## src/include/csma_consts.svh

```systemverilog
// width, ACK timing, LFSR seed and contention window constants for the CSMA/CA controller
`ifndef CSMA_CONSTS_SVH
`define CSMA_CONSTS_SVH

// NAV counter width, low 15 bits of the Duration field
`define CSMA_NAV_W 15

// interframe wait timer width in us ticks
`define CSMA_TIME_W 13

// PHY signal length field width in octets
`define CSMA_LEN_W 16

`define CSMA_LONGEST_ACK_US 44      // worst case ACK airtime

// backoff LFSR state after reset
`define CSMA_LFSR_INIT 32'h1020f0cb

`define CSMA_CW_EXP_MAX 10          // contention window tops out at 1024 slots

`endif

```

## src/verilog/csma_mac_pkg.sv

```systemverilog
// received-frame field bundle, NAV set request and NAV tracker state types
`default_nettype none

`include "csma_consts.svh"

package csma_mac_pkg;

    // fields delivered by the receiver, each with its own strobe or valid
    typedef struct packed {
        logic                   header_valid;   // PHY header decoded ok
        logic                   header_strobe;  // one cycle, start of a frame
        logic [`CSMA_LEN_W-1:0] signal_len;     // PSDU length in octets
        logic                   fcs_strobe;     // one cycle, end of frame
        logic                   fcs_valid;      // FCS check result
        logic                   addr1_valid;
        logic [47:0]            addr1;          // receiver address
        logic                   dur_valid;
        logic [15:0]            duration;       // Duration/ID field
    } rx_frame_t;

    // request to raise the NAV
    typedef struct packed {
        logic                   valid;          // single cycle strobe
        logic [`CSMA_NAV_W-1:0] value;          // in us
    } nav_req_t;

    typedef enum logic [1:0] {
        nav_idle,
        nav_wait_duration,
        nav_check_ra,
        nav_update
    } nav_state_t;

endpackage

`default_nettype wire

```

## src/verilog/csma_backoff_pkg.sv

```systemverilog
// timing configuration, backoff FSM state enum and interframe wait types
`default_nettype none

`include "csma_consts.svh"

package csma_backoff_pkg;

    // software controlled timing, all times in us
    typedef struct packed {
        logic [4:0] slot_time;
        logic [6:0] sifs_time;
        logic       difs_enable;    // DIFS of zero when clear
        logic       eifs_enable;    // clear gives a plain sifs plus two slots
        logic       nav_enable;     // virtual carrier sense on/off
    } timing_cfg_t;

    // random backoff states
    typedef enum logic [2:0] {
        bo_idle,            // no access pending
        bo_ch_busy,         // waiting for the medium to go idle
        bo_wait_plain,      // IFS then grant, no backoff
        bo_wait_backoff,    // IFS then random backoff
        bo_run,             // counting down backoff slots
        bo_suspend,         // backoff frozen while busy
        bo_wait_own         // granted, waiting for own tx
    } backoff_state_t;

    // interframe wait, DIFS or EIFS
    typedef struct packed {
        logic [`CSMA_TIME_W-1:0] ticks;     // in us
    } ifs_wait_t;

endpackage

`default_nettype wire

```

## src/verilog/rx_nav_tracker.sv

```systemverilog
// received-frame tracker module that checks duration, RA and FCS and emits NAV set requests
`default_nettype none
`timescale 1ns/1ps

`include "csma_consts.svh"

module rx_nav_tracker
    import csma_mac_pkg::*;
(
    input  logic        clk,
    input  logic        rstn,
    input  rx_frame_t   rx,
    input  logic [47:0] self_addr,
    output nav_req_t    nav_req
);

    nav_state_t             state;
    logic                   req_valid;
    logic [`CSMA_NAV_W-1:0] dur_q;

    // duration field, caught as it goes by
    always_ff @(posedge clk) begin
        if (rx.dur_valid) begin
            dur_q <= rx.duration[`CSMA_NAV_W-1:0];
        end
    end

    always_ff @(posedge clk) begin
        if (!rstn) begin
            state     <= nav_idle;
            req_valid <= 1'b0;
        end else begin
            req_valid <= 1'b0;
            if (rx.header_strobe) begin
                // any new header restarts tracking, so a lost FCS can't hang us
                state <= rx.header_valid ? nav_wait_duration : nav_idle;
            end else begin
                case (state)
                    nav_wait_duration: begin
                        if (rx.dur_valid && !rx.duration[15]) begin
                            state <= nav_check_ra;  // bit 15 set means AID, no NAV
                        end else if (rx.fcs_strobe) begin
                            state <= nav_idle;
                        end
                    end
                    nav_check_ra: begin
                        if (rx.addr1_valid && (rx.addr1 != self_addr)) begin
                            state <= nav_update;
                        end else if (rx.fcs_strobe) begin
                            state <= nav_idle;      // frame for us, NAV untouched
                        end
                    end
                    nav_update: begin
                        if (rx.fcs_strobe) begin
                            req_valid <= rx.fcs_valid;
                            state     <= nav_idle;
                        end
                    end
                    default: state <= nav_idle;
                endcase
            end
        end
    end

    assign nav_req = '{valid: req_valid, value: dur_q};

    // one request per frame at most
    a_req_single: assert property (@(posedge clk) disable iff (!rstn)
        nav_req.valid |=> !nav_req.valid)
        else $error("nav_req.valid held for more than one cycle");

endmodule

`default_nettype wire

```

## src/verilog/nav_timer.sv

```systemverilog
// NAV register module with take-the-larger update, 1 us countdown and medium idle output
`default_nettype none
`timescale 1ns/1ps

`include "csma_consts.svh"

module nav_timer
    import csma_mac_pkg::*, csma_backoff_pkg::*;
(
    input  logic                   clk,
    input  logic                   rstn,
    input  logic                   tick_1us,
    input  logic                   ch_idle,
    input  timing_cfg_t            cfg,
    input  nav_req_t               nav_req,
    output logic [`CSMA_NAV_W-1:0] nav_value,
    output logic                   medium_idle
);

    logic [`CSMA_NAV_W-1:0] nav_q;

    always_ff @(posedge clk) begin
        if (!rstn) begin
            nav_q <= '0;
        end else if (nav_req.valid) begin
            // a shorter duration never cuts the NAV
            nav_q <= (nav_req.value > nav_q) ? nav_req.value : nav_q;
        end else if (tick_1us && (nav_q != '0)) begin
            nav_q <= nav_q - 1'b1;
        end
    end

    assign nav_value = nav_q;

    // physical and virtual carrier sense combined
    assign medium_idle = ch_idle && ((nav_q == '0) || !cfg.nav_enable);

endmodule

`default_nettype wire

```

## src/verilog/ifs_select.sv

```systemverilog
// interframe space module with last reception outcome flags and DIFS/EIFS selection
`default_nettype none
`timescale 1ns/1ps

`include "csma_consts.svh"

module ifs_select
    import csma_mac_pkg::*, csma_backoff_pkg::*;
(
    input  logic        clk,
    input  logic        rstn,
    input  rx_frame_t   rx,
    input  timing_cfg_t cfg,
    output ifs_wait_t   ifs_wait
);

    logic                    last_fail;
    logic                    short_len;
    logic [`CSMA_TIME_W-1:0] sifs_ext;
    logic [`CSMA_TIME_W-1:0] two_slots;
    logic [`CSMA_TIME_W-1:0] difs_time;
    logic [`CSMA_TIME_W-1:0] eifs_time;

    always_ff @(posedge clk) begin
        if (!rstn) begin
            last_fail <= 1'b0;
            short_len <= 1'b0;
        end else if (rx.fcs_strobe) begin
            last_fail <= !rx.fcs_valid;
            // 14 or 32 octets (ACK/CTS sized) still gives DIFS
            short_len <= (rx.signal_len == `CSMA_LEN_W'(14)) ||
                         (rx.signal_len == `CSMA_LEN_W'(32));
        end
    end

    assign sifs_ext  = `CSMA_TIME_W'(cfg.sifs_time);
    assign two_slots = `CSMA_TIME_W'({cfg.slot_time, 1'b0});
    assign difs_time = cfg.difs_enable ? (sifs_ext + two_slots) : '0;
    assign eifs_time = cfg.eifs_enable ?
                       (sifs_ext + difs_time + `CSMA_TIME_W'(`CSMA_LONGEST_ACK_US)) :
                       (sifs_ext + two_slots);

    assign ifs_wait = '{ticks: (last_fail && !short_len) ? eifs_time : difs_time};

endmodule

`default_nettype wire

```

## src/verilog/backoff_rng.sv

```systemverilog
// backoff random number module with 32-bit LFSR and slot count masked to the contention window
`default_nettype none
`timescale 1ns/1ps

`include "csma_consts.svh"

module backoff_rng (
    input  logic                        clk,
    input  logic                        rstn,
    input  logic                        draw,
    input  logic [3:0]                  cw_exp,
    output logic [`CSMA_CW_EXP_MAX-1:0] slot_draw
);

    logic [31:0]                 lfsr;
    logic [3:0]                  cw_clamped;
    logic [`CSMA_CW_EXP_MAX-1:0] slot_mask;

    // XNOR feedback from taps 31, 21, 1, 0
    always_ff @(posedge clk) begin
        if (!rstn) begin
            lfsr <= `CSMA_LFSR_INIT;
        end else if (draw) begin
            lfsr <= {lfsr[30:0], ~^{lfsr[31], lfsr[21], lfsr[1:0]}};
        end
    end

    assign cw_clamped = (cw_exp > 4'(`CSMA_CW_EXP_MAX)) ? 4'(`CSMA_CW_EXP_MAX) : cw_exp;

    // low cw_clamped bits set, all ones at the maximum
    assign slot_mask = ~({`CSMA_CW_EXP_MAX{1'b1}} << cw_clamped);
    assign slot_draw = lfsr[`CSMA_CW_EXP_MAX-1:0] & slot_mask;

    a_slot_in_cw: assert property (@(posedge clk) disable iff (!rstn)
        (slot_draw >> cw_clamped) == '0)
        else $error("slot_draw outside contention window");

endmodule

`default_nettype wire

```

## src/verilog/backoff_fsm.sv

```systemverilog
// random backoff FSM module with IFS wait, slot countdown, suspend and access grant
`default_nettype none
`timescale 1ns/1ps

`include "csma_consts.svh"

module backoff_fsm
    import csma_backoff_pkg::*;
(
    input  logic                        clk,
    input  logic                        rstn,
    input  logic                        tick_1us,
    input  logic                        medium_idle,
    input  logic                        new_trigger,
    input  logic                        retrans_trigger,
    input  logic                        tx_ongoing,
    input  ifs_wait_t                   ifs_wait,
    input  timing_cfg_t                 cfg,
    input  logic [`CSMA_CW_EXP_MAX-1:0] slot_draw,
    output logic                        draw,
    output logic                        backoff_done,
    output logic [`CSMA_CW_EXP_MAX-1:0] slot_count
);

    // up to 1023 slots of 31 us each
    localparam int BO_W = `CSMA_CW_EXP_MAX + 5;

    backoff_state_t          state;
    logic [`CSMA_TIME_W-1:0] wait_timer;    // IFS remaining
    logic [BO_W-1:0]         bo_timer;      // backoff remaining
    logic [BO_W-1:0]         bo_load;
    logic                    wait_zero;
    logic                    bo_zero;

    assign bo_load      = BO_W'(slot_draw) * BO_W'(cfg.slot_time);
    assign wait_zero    = (wait_timer == '0);
    assign bo_zero      = (bo_timer == '0);
    assign backoff_done = (state == bo_wait_own);

    always_ff @(posedge clk) begin
        if (!rstn) begin
            state      <= bo_idle;
            wait_timer <= '0;
            bo_timer   <= '0;
            draw       <= 1'b0;
            slot_count <= '0;
        end else begin
            // new random number two ticks before the IFS ends
            draw <= (state == bo_wait_backoff) && tick_1us &&
                    (wait_timer == `CSMA_TIME_W'(2));
            case (state)
                bo_idle: begin
                    if (medium_idle) begin
                        if (new_trigger) begin
                            state      <= bo_wait_plain;
                            wait_timer <= ifs_wait.ticks;
                        end else if (retrans_trigger) begin
                            state      <= bo_wait_backoff;
                            wait_timer <= ifs_wait.ticks;
                        end
                    end else if (new_trigger || retrans_trigger) begin
                        state <= bo_ch_busy;    // busy at trigger forces a backoff
                    end
                end
                bo_ch_busy: begin
                    if (medium_idle) begin
                        state      <= bo_wait_backoff;
                        wait_timer <= ifs_wait.ticks;
                    end
                end
                bo_wait_plain: begin
                    if (!medium_idle) begin
                        state <= bo_ch_busy;
                    end else if (wait_zero) begin
                        state      <= bo_wait_own;
                        slot_count <= '0;
                    end else if (tick_1us) begin
                        wait_timer <= wait_timer - 1'b1;
                    end
                end
                bo_wait_backoff: begin
                    if (!medium_idle) begin
                        state <= bo_ch_busy;
                    end else if (wait_zero) begin
                        state      <= bo_run;
                        bo_timer   <= bo_load;
                        slot_count <= slot_draw;
                    end else if (tick_1us) begin
                        wait_timer <= wait_timer - 1'b1;
                    end
                end
                bo_run: begin
                    if (!medium_idle) begin
                        // remaining time frozen, nothing left means start over
                        state <= bo_zero ? bo_ch_busy : bo_suspend;
                    end else if (bo_zero) begin
                        state <= bo_wait_own;
                    end else if (tick_1us) begin
                        bo_timer <= bo_timer - 1'b1;
                    end
                end
                bo_suspend: begin
                    if (medium_idle) begin
                        state <= bo_run;
                    end
                end
                bo_wait_own: begin
                    if (tx_ongoing) begin
                        state <= bo_idle;   // grant held until tx starts
                    end
                end
                default: state <= bo_idle;
            endcase
        end
    end

    // grant only follows a cycle of idle medium
    a_grant_on_idle: assert property (@(posedge clk) disable iff (!rstn)
        $rose(backoff_done) |-> $past(medium_idle))
        else $error("backoff_done rose on a busy medium");

endmodule

`default_nettype wire

```

## src/verilog/csma_ca.sv

```systemverilog
// CSMA/CA channel access top module connecting NAV tracking, IFS selection and random backoff
`default_nettype none
`timescale 1ns/1ps

`include "csma_consts.svh"

module csma_ca
    import csma_mac_pkg::*, csma_backoff_pkg::*;
(
    input  logic                        clk,
    input  logic                        rstn,
    input  logic                        tick_1us,
    input  logic                        ch_idle,
    input  rx_frame_t                   rx,
    input  logic [47:0]                 self_addr,
    input  timing_cfg_t                 cfg,
    input  logic [3:0]                  cw_exp,
    input  logic                        new_trigger,
    input  logic                        retrans_trigger,
    input  logic                        tx_ongoing,
    output logic                        backoff_done,
    output logic [`CSMA_NAV_W-1:0]      nav_value,
    output logic                        medium_idle,
    output logic [`CSMA_CW_EXP_MAX-1:0] slot_count
);

    nav_req_t                    nav_req;
    ifs_wait_t                   ifs_wait;
    logic                        draw;
    logic [`CSMA_CW_EXP_MAX-1:0] slot_draw;

    rx_nav_tracker rx_nav_tracker_inst (
        .clk       (clk),
        .rstn      (rstn),
        .rx        (rx),
        .self_addr (self_addr),
        .nav_req   (nav_req)
    );

    nav_timer nav_timer_inst (
        .clk         (clk),
        .rstn        (rstn),
        .tick_1us    (tick_1us),
        .ch_idle     (ch_idle),
        .cfg         (cfg),
        .nav_req     (nav_req),
        .nav_value   (nav_value),
        .medium_idle (medium_idle)
    );

    ifs_select ifs_select_inst (
        .clk      (clk),
        .rstn     (rstn),
        .rx       (rx),
        .cfg      (cfg),
        .ifs_wait (ifs_wait)
    );

    backoff_rng backoff_rng_inst (
        .clk       (clk),
        .rstn      (rstn),
        .draw      (draw),
        .cw_exp    (cw_exp),
        .slot_draw (slot_draw)
    );

    backoff_fsm backoff_fsm_inst (
        .clk             (clk),
        .rstn            (rstn),
        .tick_1us        (tick_1us),
        .medium_idle     (medium_idle),
        .new_trigger     (new_trigger),
        .retrans_trigger (retrans_trigger),
        .tx_ongoing      (tx_ongoing),
        .ifs_wait        (ifs_wait),
        .cfg             (cfg),
        .slot_draw       (slot_draw),
        .draw            (draw),
        .backoff_done    (backoff_done),
        .slot_count      (slot_count)
    );

endmodule

`default_nettype wire

```

## config.mk

```make
export PLATFORM = sky130hd
export DESIGN_NAME = csma_ca
export DESIGN_NICKNAME = d
export VERILOG_FILES = /design/src/verilog/csma_mac_pkg.sv /design/src/verilog/csma_backoff_pkg.sv /design/src/verilog/rx_nav_tracker.sv /design/src/verilog/nav_timer.sv /design/src/verilog/ifs_select.sv /design/src/verilog/backoff_rng.sv /design/src/verilog/backoff_fsm.sv /design/src/verilog/csma_ca.sv
export VERILOG_INCLUDE_DIRS = /design/src /design/src/include
export SDC_FILE = /design/constraint.sdc
export NUM_CORES = 1
export LEC_CHECK = 0
export BUFFER_PORTS_ARGS = -buffer_cell sky130_fd_sc_hd__buf_2
export CELL_PAD_IN_SITES_DETAIL_PLACEMENT = 1
export CELL_PAD_IN_SITES_GLOBAL_PLACEMENT = 2
export CORE_UTILIZATION = 35
export DETAILED_ROUTE_END_ITERATION = 7
export PLACE_DENSITY = 0.92
export SYNTH_ARGS = -nofsm -noshare
export SYNTH_HDL_FRONTEND = slang
export SYNTH_HIERARCHICAL = 1
export SYNTH_SLANG_ARGS = --single-unit
```

## constraint.sdc

```tcl
create_clock -name clk -period 11.62 [get_ports clk]
set_clock_uncertainty 0.2 [all_clocks]
set_input_delay 0.581 -clock clk [delete_from_list [all_inputs] [get_ports clk]]
set_output_delay 0.581 -clock clk [all_outputs]
set_load 0.005 [all_outputs]
```

# After elaboration in Yosys (flattened, before gate mapping)
# Index checks and enable logic that the tools add are counted.
# word_totals
reg_bits	109
latchBits	0
ram_bits	0
rom_bits	0
input_bits	160
output_inout_bits	27
word_cells	139
n_memories	0
# classes
add_sub_neg	6
multipliers	1
div_mod_pow	0
n_lt_le_gt_ge	2
eq_ne	34
shift	1
muxes	47
n_bitwise	5
n_reduce_logical	31
# op_table
op	count
$mux W13	10
$mux W15	8
$ne A48 B48 Y1	1
$mux W3	14
$mux W10	4
$pmux W13 S3	1
$logic_not A15 Y1	2
$pmux W15 S2	1
$sub A15 B1 Y15 const B	2
$ne A2 B1 Y1 const B	11
$pmux W3 S7	1
$pmux W10 S2	1
$eq A16 B4 Y1 const B	1
$eq A16 B6 Y1 const B	1
$gt A15 B15 Y1	1
$mul A10 B5 Y15	1
$reduce_bool A15 Y1	1
$add A13 B6 Y13 const B	1
$add A7 B13 Y13	1
$eq A13 B2 Y1 const B	1
$logic_not A13 Y1	1
$sub A13 B1 Y13 const B	1
$ne A3 B3 Y1 const B	4
$and A10 B10 Y10	1
other kinds (31)	56

# Depth between registers and ports, before layout
# Gate-level depths: netlist (run 1).
# logic_depth
word_depth	10
mapped_depth	18
mapped_depth_nobuf	18

# Hierarchy
# Netlist (run 1), hierarchy kept.
# by_module_without_submodules
module	instances	cells_per_inst	area_per_inst_um2	seq_area_each_um2
backoff_fsm	1	513	4010.1	840.8
nav_timer	1	182	1362.6	300.3
backoff_rng	1	122	1315.0	640.6
rx_nav_tracker	1	97	1117.3	510.5
ifs_select	1	122	893.4	40.0

# Least setup slack after synthesis (run 1)
# OpenSTA, ideal clock, no wires.
# synth_timing
kind	input -> register
from	input cw_exp[3]
to	register backoff_fsm_inst.bo_timer[14]
setup_time_ns	0.124
arrival_ns	4.613
required_ns	11.296
slack_ns	6.683
stages	16
path_buffers	1
path_cell_list	clkbuf_1 > a211oi_1 > nor2b_1 > and2_1 > fa_1 > fa_1 > inv_1 > fa_1 > inv_1 > ha_1 > a21o_1 > a221oi_2 > o221ai_1 > a2111o_1 > a21oi_1 > nor4_2
# synth_between
elab_chain_cells	9
# synth_rtl
element	line_no	text
start: declaration	csma_ca.sv:17	input logic [3:0] cw_exp,
$gt A4 B4 Y1	backoff_rng.sv:28	assign cw_clamped = (cw_exp > 4'(`CSMA_CW_EXP_MAX)) ? 4'(`CSMA_CW_EXP_MAX) : cw_exp;
$mux W4 (*)	backoff_rng.sv:28	
$shl A10 B4 Y10 (*)	backoff_rng.sv:31	assign slot_mask = ~({`CSMA_CW_EXP_MAX{1'b1}} << cw_clamped);
$not A10 Y10 (*)	backoff_rng.sv:31	
$and A10 B10 Y10 (*)	backoff_rng.sv:32	assign slot_draw = lfsr[`CSMA_CW_EXP_MAX-1:0] & slot_mask;
net slot_draw[2]	csma_ca.sv:30	logic [`CSMA_CW_EXP_MAX-1:0] slot_draw;
$mul A10 B5 Y15 (*)	backoff_fsm.sv:35	assign bo_load = BO_W'(slot_draw) * BO_W'(cfg.slot_time);
$mux W15 (*)	backoff_fsm.sv:84	end else if (wait_zero) begin
$mux W15 (*)	backoff_fsm.sv:82	if (!medium_idle) begin
$pmux W15 S2 (*)	backoff_fsm.sv:51	case (state)
end signal: assignment	backoff_fsm.sv:86	bo_timer <= bo_load;
end signal: assignment	backoff_fsm.sv:99	bo_timer <= bo_timer - 1'b1;
end: declaration	backoff_fsm.sv:30	logic [BO_W-1:0] bo_timer;
# The timed path passes the listed nets; every way through them passes the cells marked *. The select of a mux whose other input is x is not followed.
# A chain may end at the register's enable or synchronous reset.

# Worst setup path in the final report (run 1)
# Same ends and word-level chain as after synthesis.

==> results of run 1 <==
[per-layer routing]
metal	vias up	part of all wire, %
met3	23	2.6
li1	3992	-
met2	91	47
met4	0	1.4
met1	3923	49
met5	-	0
[layout by cell type, fill, tap and decap left out, drive strengths merged, types with 10 or more instances in the layout]
cell,count
nor2,58
nand2,100
inv,81
a21oi,61
nor4,20
ha,58
nor2b,29
buf,194
and2,43
xor2,50
nand4,14
nand3,31
mux2i,39
nor3,23
fa,26
dfxtp,94
xnor2,11
a211oi,13
o21ai,54
o31ai,16
clkbuf,11
a22oi,10
edfxtp,15
[registers in the layout, summed over array words and instances, names as in the netlist]
name	cells
backoff_fsm_inst/state	3
backoff_fsm_inst/slot_count	10
backoff_fsm_inst/wait_timer	13
ifs_select_inst/last_fail	1
backoff_fsm_inst/bo_timer	15
backoff_fsm_inst/draw	1
rx_nav_tracker_inst/state	2
backoff_rng_inst/lfsr	32
ifs_select_inst/short_len	1
nav_timer_inst/nav_value	15
rx_nav_tracker_inst/req_valid	1
rx_nav_tracker_inst/dur_q	15
[cell families (layout without fill, tap and decap cells)]
| family | count (synthesis) | after routing | share of synthesized area [%] |
|---|---|---|---|
| other | 1 | 4 | 0.0431 |
| flip-flops | 109 | 109 | 26.8 |
| AO/OA/AOI/OAI | 245 | 245 | 19.1 |
| buffers and inverters | 131 | 289 | 6.42 |
| XOR/XNOR | 62 | 62 | 6.40 |
| adder cells (fa/ha/maj) | 84 | 84 | 14.3 |
| multiplexers | 41 | 41 | 4.75 |
| AND/OR/NAND/NOR | 363 | 363 | 22.1 |
[path summary, 6_finish.rpt]
| path | cells after the start | slack, ps | startpoint | to |
|---|---|---|---|---|
| worst min-delay path | 1 | 190 | rx[4] | rx_nav_tracker_inst/dur_q[4]$_DFFE_PP_ |
| worst min register to register | 2 | 250 | backoff_fsm_inst/slot_count[3]$_SDFFE_PN0P_ | backoff_fsm_inst/slot_count[3]$_SDFFE_PN0P_ |
| worst max register to register | 14 | 6850 | backoff_rng_inst/lfsr[2]$_SDFFE_PN0P_ | backoff_fsm_inst/bo_timer[14]$_SDFFE_PN0P_ |
| worst max-delay path | 16 | 6700 | cw_exp[3] | backoff_fsm_inst/bo_timer[14]$_SDFFE_PN0P_ |
[power by group]
part / internal, mW / switching [mW]
clock: 0.205 / 0.151
combinational: 0.204 / 0.273
sequential: 0.413 / 0.0559
total: 0.822 / 0.480
[cell type report]
cell class              count  area, um2  share of cell area (%)
multi-input cells         799       5820                    57.1
flip-flops and latches    109       2330                    22.9
repair buffers            194        991                    9.73
well taps                 324        405                    3.98
inverters                  79        297                    2.91
clock buffers              11        254                    2.49
clock inverters             5       86.3                   0.848
[through the flow]
stage | utilization [%] | setup slack [ps] | total power [mW] | hold WS [ps]
2_1_floorplan | - | 6680 | 0.795 | 241
3_3_place_gp | 40.5 | 6460 | 0.935 | 236
3_5_place_dp | 40.5 | 6370 | 0.951 | 243
4_1_cts | 41.9 | 6710 | 1.31 | 177
5_1_grt | 41.9 | 6420 | 1.39 | 176
6_report | 41.9 | 6700 | 1.30 | 193
==> results.ini, run 1 <==
[sta]
setup_violations=0
drv_slew=0
max_slew_margin_pct=20.1
worstMarginPinSlew_ps=1200
final-hold-violation-count=0
rsz0062_at_grt=no
tns_ps=0
fin_crit_ps=4920
timing.final.crit_share_pct=42.4
max_freq_mhz=203

[power]
p_leak_nw=4.44
powerDensity_nw_per_um2=128
ir_worst_vdd_mv=0.0733

[critical_path]
path_cells=buf_2, a211oi_1, nor2b_1, and2_1, fa_1, fa_1, inv_1, fa_1, inv_1, ha_1, a21o_1, a221oi_2, o221ai_1, a2111o_1, a21oi_1, nor4_2
required_ps=11660
crit_family=adder cells
slowest_delay_ps=560
cp_slowest_cell=fa_1
crit_type=input pin to flop
start_kind=input pin
path_max_fanout=10
worstPathArrival_ps=4970
crit_buf_inv=3
crit_path_frequent_cell=fa_1
end_kind=flop

[drt]
ant_nets=0
viasPerCell=5.28
first_iter_violations=423
drc=0
wire_per_inst_um=17.3
firstDrtPassIters=4
vias=8029
wirelength_um=26300

[global_routing]
busiest_layer=met2
grt_first_pass_wirelength_um=44000
antenna_found_initial=0
grt_max_degree=56
use_met3_pct=2.36
track_usage_pct=21.1
grt_pass1_vias=8551
use_met1_pct=28.9
gr-total-overflow=0
gr-usage-met2_pct=35.4

[layout]
fin_nets=1436
fillCellCount=2960
layout-drive-gt1-share_pct=19.9
fin_area_um2=10200
stdcell_count=1521
n_antenna_cell=0
syn2layout_area_growth_pct=17.1

[floorplanning]
boundaryPins=187
core_um2=24300
die_h_um=160
start_util_pct=35.8
die-area_um2=25500
rows=57
die_x_um=160

[yosys]
yosys.area.top_type=dfxtp_1
netlist.area_leader.share_pct=21.6
yosysMostFrequentCell=nand2_1
synth_top_flop_cell=dfxtp_1
ys_top_cells_by_count=nand2_1, dfxtp_1, inv_1, a21oi_1, ha_1
async_reset_ff_share_pct=0
ys_types=88
syn_inst=1036
yosysSeqAreaShare_pct=26.8
synth_area_um2=8700
syn_avg_cell_area_um2=8.40
synth_edf_count=15
synth-seq-cells=109
yosysWarnings=6
synth_area_leaders=dfxtp_1, ha_1, fa_1

[clock_tree]
cts_buffers=9
clock_latency_ps=360
root_buffer=clkbuf_16
cts_hold_buf=0
htreeDepth=3
cts.sinks=109
cts_setup_buffers=0
clk_pin_slew_ps=80
postCtsResizedCells=0
tritoncts=done
clk_path_buf_depth=2

[hold_path]
hold_class=input pin to flop

[placed_design]
port_buffers=186
gp_congestion=0.850
dp_cells=1505
placed_area_um2=9850
hpwl_um=20600

[run]
cap_violations=0

[status]
outcome=complete, no violations

Note: power is estimated with default switching activity, not from simulation.
==> inputs of run 2 (changes only) <==
Settings changed: CORE_UTILIZATION 35 to 30, PLACE_DENSITY 0.92 to 0.85.
Clock period 11.62 ns to 4 ns, I/O delays scaled along.
==> run 2 against run 1 <==
Sequential cell count is the same. Largest power group unchanged. Sequential power grew to 2.9 times the previous value. Critical path type unchanged. Highest routed layer unchanged. Critical path depth grew 1. Global-route usage shrank 2.1 points.
==> results.ini, run 2 (synthesized netlist as in run 1, its figures left out) <==
[layout]
regMostFlops=backoff_rng_inst/lfsr
fillCellCount=3374
layout_common_cells=buf_2, nand2_1, dfxtp_1
final_common_cell=buf_2
largest_reg_flops=32
layout-drive-gt1-share_pct=26.1
fin_nets=1512
syn2layout_area_growth_pct=27.1

[run]
cap_violations=0

[floorplanning]
die-area_um2=29700
core_um2=28200
die_h_um=172
die_x_um=172
rows=61
start_util_pct=30.9
boundaryPins=187

[power]
p_sw_mw=1.49
pwr-share-clk_pct=24.3
p_leak_nw=4.80
p_seq_share_pct=35.4
pwr-share-comb_pct=40.2
p_sw_share_pct=38.9
ir_worst_vdd_mv=0.192
p_int_mw=2.34
powerDensity_nw_per_um2=347

[global_routing]
gr-total-overflow=0
antenna_found_initial=3
track_usage_pct=19.0
grt_first_pass_wirelength_um=44400
grt_max_degree=55
grt_pass1_vias=8633

[drt]
firstDrtPassIters=4
vias=8282
ant_nets=0
wire_per_inst_um=16.8
wirelength_um=27900
drc=0
first_iter_violations=410
viasPerCell=5.01

[critical_path]
crit_buf_inv=5
cp.depth=17
slowest_delay_ps=550
r2r_start=backoff_rng_inst/lfsr[0]$_SDFFE_PN1P_
cp_slowest_cell=fa_1
required_ps=4080
rr_worst_depth=16
crit_family=adder cells
end_kind=flop
crit_type=input pin to flop
crit_start=cw_exp[3]
start_kind=input pin
worstPathArrival_ps=4060
path_max_fanout=10
path_cells=buf_2, o41a_1, buf_4, and2_1, ha_1, ha_1, inv_1, fa_1, inv_2, fa_2, a21o_1, a221oi_4, buf_4, o21ai_2, xnor2_1, o21ai_1, a211oi_1

[clock_tree]
cts_buffers=9
cts.sinks=109
root_buffer=clkbuf_16
clk_pin_slew_ps=80
clock_latency_ps=370
htreeDepth=3
tritoncts=done
clk_path_buf_depth=2

[placed_design]
gp_congestion=0.811
port_buffers=186
hpwl_um=21300
pre_cts_slack_ps=-262

[sta]
max_slew_margin_pct=33.6
fin_hold_ws_ps=20.6
worstMarginPinSlew_ps=995
final-hold-violation-count=0
timing.final.crit_share_pct=99.5
setup_violations=0
drv_slew=0
fin_crit_ps=3980
max_freq_mhz=251
rsz0062_at_grt=yes
worst_slack_ps=20.3

[status]
outcome=complete, no violations

[hold_path]
min_from=rx[15]
hold_path_depth=4
hold_class=input pin to flop

==> run 2: cell count changes in the layout (fill, tap and decap cells not counted), sizes merged, moves of 2 or more <==
| cell | before | now |
|---|---|---|
| dlygate4sd3 | 0 | 24 |
| diode | 0 | 3 |
| clkbuf | 11 | 9 |
| buf | 194 | 246 |
| bufinv | 2 | 0 |
| clkinv | 1 | 4 |
==> run 2: stage by stage <==
step	util [%]	std cells	area, um2	TNS [ps]	power [mW]
final	39.3	1654	11100	0	3.83
after global routing	39.3	1654	11100	-703	4.11
after CTS	38.8	1647	10900	-6.17	3.82
after detailed placement	36.7	1603	10300	-864	2.85
after global placement	36.7	1603	10300	-543	2.82
after floorplan	-	1039	8830	-90.2	2.34
==> run 2: final timing paths <==
path | to | slack [ps]
setup / recovery | backoff_fsm_inst/bo_timer[10]$_SDFFE_PN0P_ | 20
hold / removal | rx_nav_tracker_inst/state[1]$_SDFF_PP0_ | 20
setup reg to reg | backoff_fsm_inst/bo_timer[10]$_SDFFE_PN0P_ | 30
hold reg to reg | backoff_fsm_inst/slot_count[0]$_SDFFE_PN0P_ | 250
==> run 2: what timing repair did <==
| item | in CTS | in global routing |
|---|---|---|
| hold buffers | 24 | 0 |
| pin swaps | 1 | 15 |
| buffers inserted | 4 | 4 |
| hold endpoints to repair | 21 | 0 |
| setup endpoints to repair | 4 | 12 |
| resized for setup | 6 | 29 |
==> run 2: power groups by stage <==
stage / registers (mW) / logic [mW] / clock network, mW
after floorplan: 1.32 / 1.02 / 0
after global placement: 1.38 / 1.44 / 0
after detailed placement: 1.38 / 1.47 / 0
after CTS: 1.36 / 1.51 / 0.960
after global routing: 1.38 / 1.74 / 0.996
final: 1.36 / 1.54 / 0.933
==> run 2: area by class of cell <==
cell class	instances	area [um2]	area share, %
tap	378	473	4.28
clock buffer	9	225	2.04
clock inverter	7	73.8	0.667
inverter	79	297	2.68
multi-input combinational	799	6010	54.4
timing repair buffer	270	1630	14.7
antenna	3	7.51	0.0679
sequential	109	2340	21.2
==> run 2: worst register-to-register path, cell delays in order (launching register included) <==
cell,delay [ps]
dfxtp_2,340
o41a_1,150
buf_4,160
and2_1,160
ha_1,290
ha_1,280
inv_1,50
fa_1,550
inv_2,50
fa_2,380
a21o_1,230
a221oi_4,300
buf_4,170
o21ai_2,50
xnor2_1,210
o21ai_1,90
a211oi_1,240
==> run 2: layer usage <==
layer,vias to the layer above,track usage [%],part of all wire (%)
met3,33,1.56,2.2
li1,4138,-,-
met4,0,6.46,1.9
met2,120,32.1,47
met1,3991,25.4,48
met5,-,0,0
==> inputs of run 3 (changes only) <==
Settings changed: RECOVER_POWER set to 50.
==> run 3 against run 2 <==
The run now ends with capacitance limit, slew limit left. Critical path depth did not move. Via count increased by 0.14%. Worst hold slack worse by 1.7 ps. Register-to-register slack is essentially flat. Sequential power about the same. First-iteration DRC count down 4.6%. Power decreased by 0.31%. Critical endpoint unchanged. Largest cell class unchanged. Highest routed layer unchanged.
==> results.ini, run 3 (synthesized netlist as in run 1, its figures left out) <==
[layout]
final_common_cell=buf_2
largest_reg_flops=32
regArea_um2=2340
multi_input_area_um2=6010
regMostFlops=backoff_rng_inst/lfsr
fin_nets=1512
fillCellCount=3388
fin_area_um2=11000
layout_common_cells=buf_2, nand2_1, dfxtp_1
stdcell_count=1654
syn2layout_area_growth_pct=26.7
layout-drive-gt1-share_pct=24.0

[sta]
worstMarginPinSlew_ps=1790
rsz0062_at_grt=yes
drv_slew=34
max_slew_margin_pct=-19.2
fin_hold_ws_ps=18.8
setup_violations=0
max_freq_mhz=251
fin_crit_ps=3980
final-hold-violation-count=0
timing.final.crit_share_pct=99.5

[clock_tree]
htreeDepth=3
root_buffer=clkbuf_16
clk_pin_slew_ps=80
clock_latency_ps=370
cts.sinks=109
clk_path_buf_depth=2
tritoncts=done
cts_buffers=9

[status]
violations=capacitance limit, slew limit
outcome=finished, violations left

[run]
cap_violations=1

[critical_path]
slowest_delay_ps=550
start_kind=input pin
cp_slowest_cell=fa_1
path_cells=buf_2, o41a_1, buf_4, and2_1, ha_1, ha_1, inv_1, fa_1, inv_2, fa_2, a21o_1, a221oi_4, buf_4, o21ai_2, xnor2_1, o21ai_1, a211oi_1
required_ps=4080
worstPathArrival_ps=4060
crit_buf_inv=5
crit_family=adder cells
path_max_fanout=10
crit_type=input pin to flop
end_kind=flop

[floorplanning]
rows=61
die_h_um=172
start_util_pct=30.9
die_x_um=172
boundaryPins=187
core_um2=28200
die-area_um2=29700

[global_routing]
track_usage_pct=19.0
grt_max_degree=55
antenna_found_initial=3
gr-total-overflow=0
grt_first_pass_wirelength_um=44400
grt_pass1_vias=8633

[placed_design]
port_buffers=186
dp_cells=1603
placed_area_um2=10300
hpwl_um=21300
gp_congestion=0.811

[drt]
drc=0
firstDrtPassIters=4
wirelength_um=27800
wire_per_inst_um=16.8
vias=8294
viasPerCell=5.01
first_iter_violations=391
ant_nets=0

[power]
ir_worst_vdd_mv=0.192
powerDensity_nw_per_um2=347
p_total_mw=3.82
p_leak_nw=4.70

[hold_path]
hold_class=input pin to flop

run 3: cell count changes in the layout (fill, tap and decap cells not counted):
cell | before | now
clkbuf_1 | 0 | 25
buf_2 | 186 | 164
buf_4 | 58 | 55
dfxtp_1 | 86 | 87
dfxtp_2 | 8 | 7
run 3: report_power, final:
part	leakage [nW]	total [mW]	switching (mW)	internal, mW
Clock	0.147	0.934	0.488	0.445
Combinational	3.65	1.53	0.847	0.681
Sequential	0.909	1.36	0.160	1.20
run 3: cell type report:
class	instances	share of cell area [%]
Clock buffer	9	2.04
Antenna cell	3	0.0681
Inverter	79	2.69
Tap cell	378	4.29
Clock inverter	7	0.670
Multi-Input combinational cell	799	54.6
Timing Repair Buffer	270	14.4
Sequential cell	109	21.2
run 3: metal layers:
metal | wire, um | up-vias | GRT usage, %
met5 | 0 | - | 0
met3 | 550 | 35 | 1.56
met1 | 13500 | 4019 | 25.4
met2 | 13300 | 105 | 32.1
met4 | 543 | 0 | 6.46
li1 | - | 4135 | -
run 3: stage by stage:
step	utilization [%]	TNS (ps)	worst slack, ps
6_report	39.1	0	20.0
4_1_cts	38.8	-6.17	-6.17
2_1_floorplan	-	-90.2	-90.2
3_5_place_dp	36.7	-864	-262
5_1_grt	39.1	-703	-174
3_3_place_gp	36.7	-543	-196
run 3: worst paths after layout:
kind                                          startpoint                                           to  slack (ps)  cells past startpoint
max                                            cw_exp[3]   backoff_fsm_inst/bo_timer[10]$_SDFFE_PN0P_          20                     17
min                                               rx[15]      rx_nav_tracker_inst/state[1]$_SDFF_PP0_          20                      4
max reg2reg        backoff_rng_inst/lfsr[0]$_SDFFE_PN1P_   backoff_fsm_inst/bo_timer[10]$_SDFFE_PN0P_          30                     16
min reg2reg  backoff_fsm_inst/slot_count[3]$_SDFFE_PN0P_  backoff_fsm_inst/slot_count[3]$_SDFFE_PN0P_         250                      2
run 3: worst register-to-register path: cells and delay by family (launching register included):
kind	cells	cell delay, ps
XOR/XNOR	1	210
AO/OA/AOI/OAI	6	1060
buffers and inverters	4	430
flip-flops	1	340
adder cells (fa/ha/maj)	4	1500
AND/OR/NAND/NOR	1	160
run 3: timing repair:
item | 4_1_cts | 5_1_grt
pin swaps | 1 | 15
hold buffers | 24 | 0
cloned | 0 | 0
endpoints found under the setup margin | 4 | 12
setup buffers | 4 | 4
resized for setup | 6 | 29
hold endpoints to repair | 21 | 0
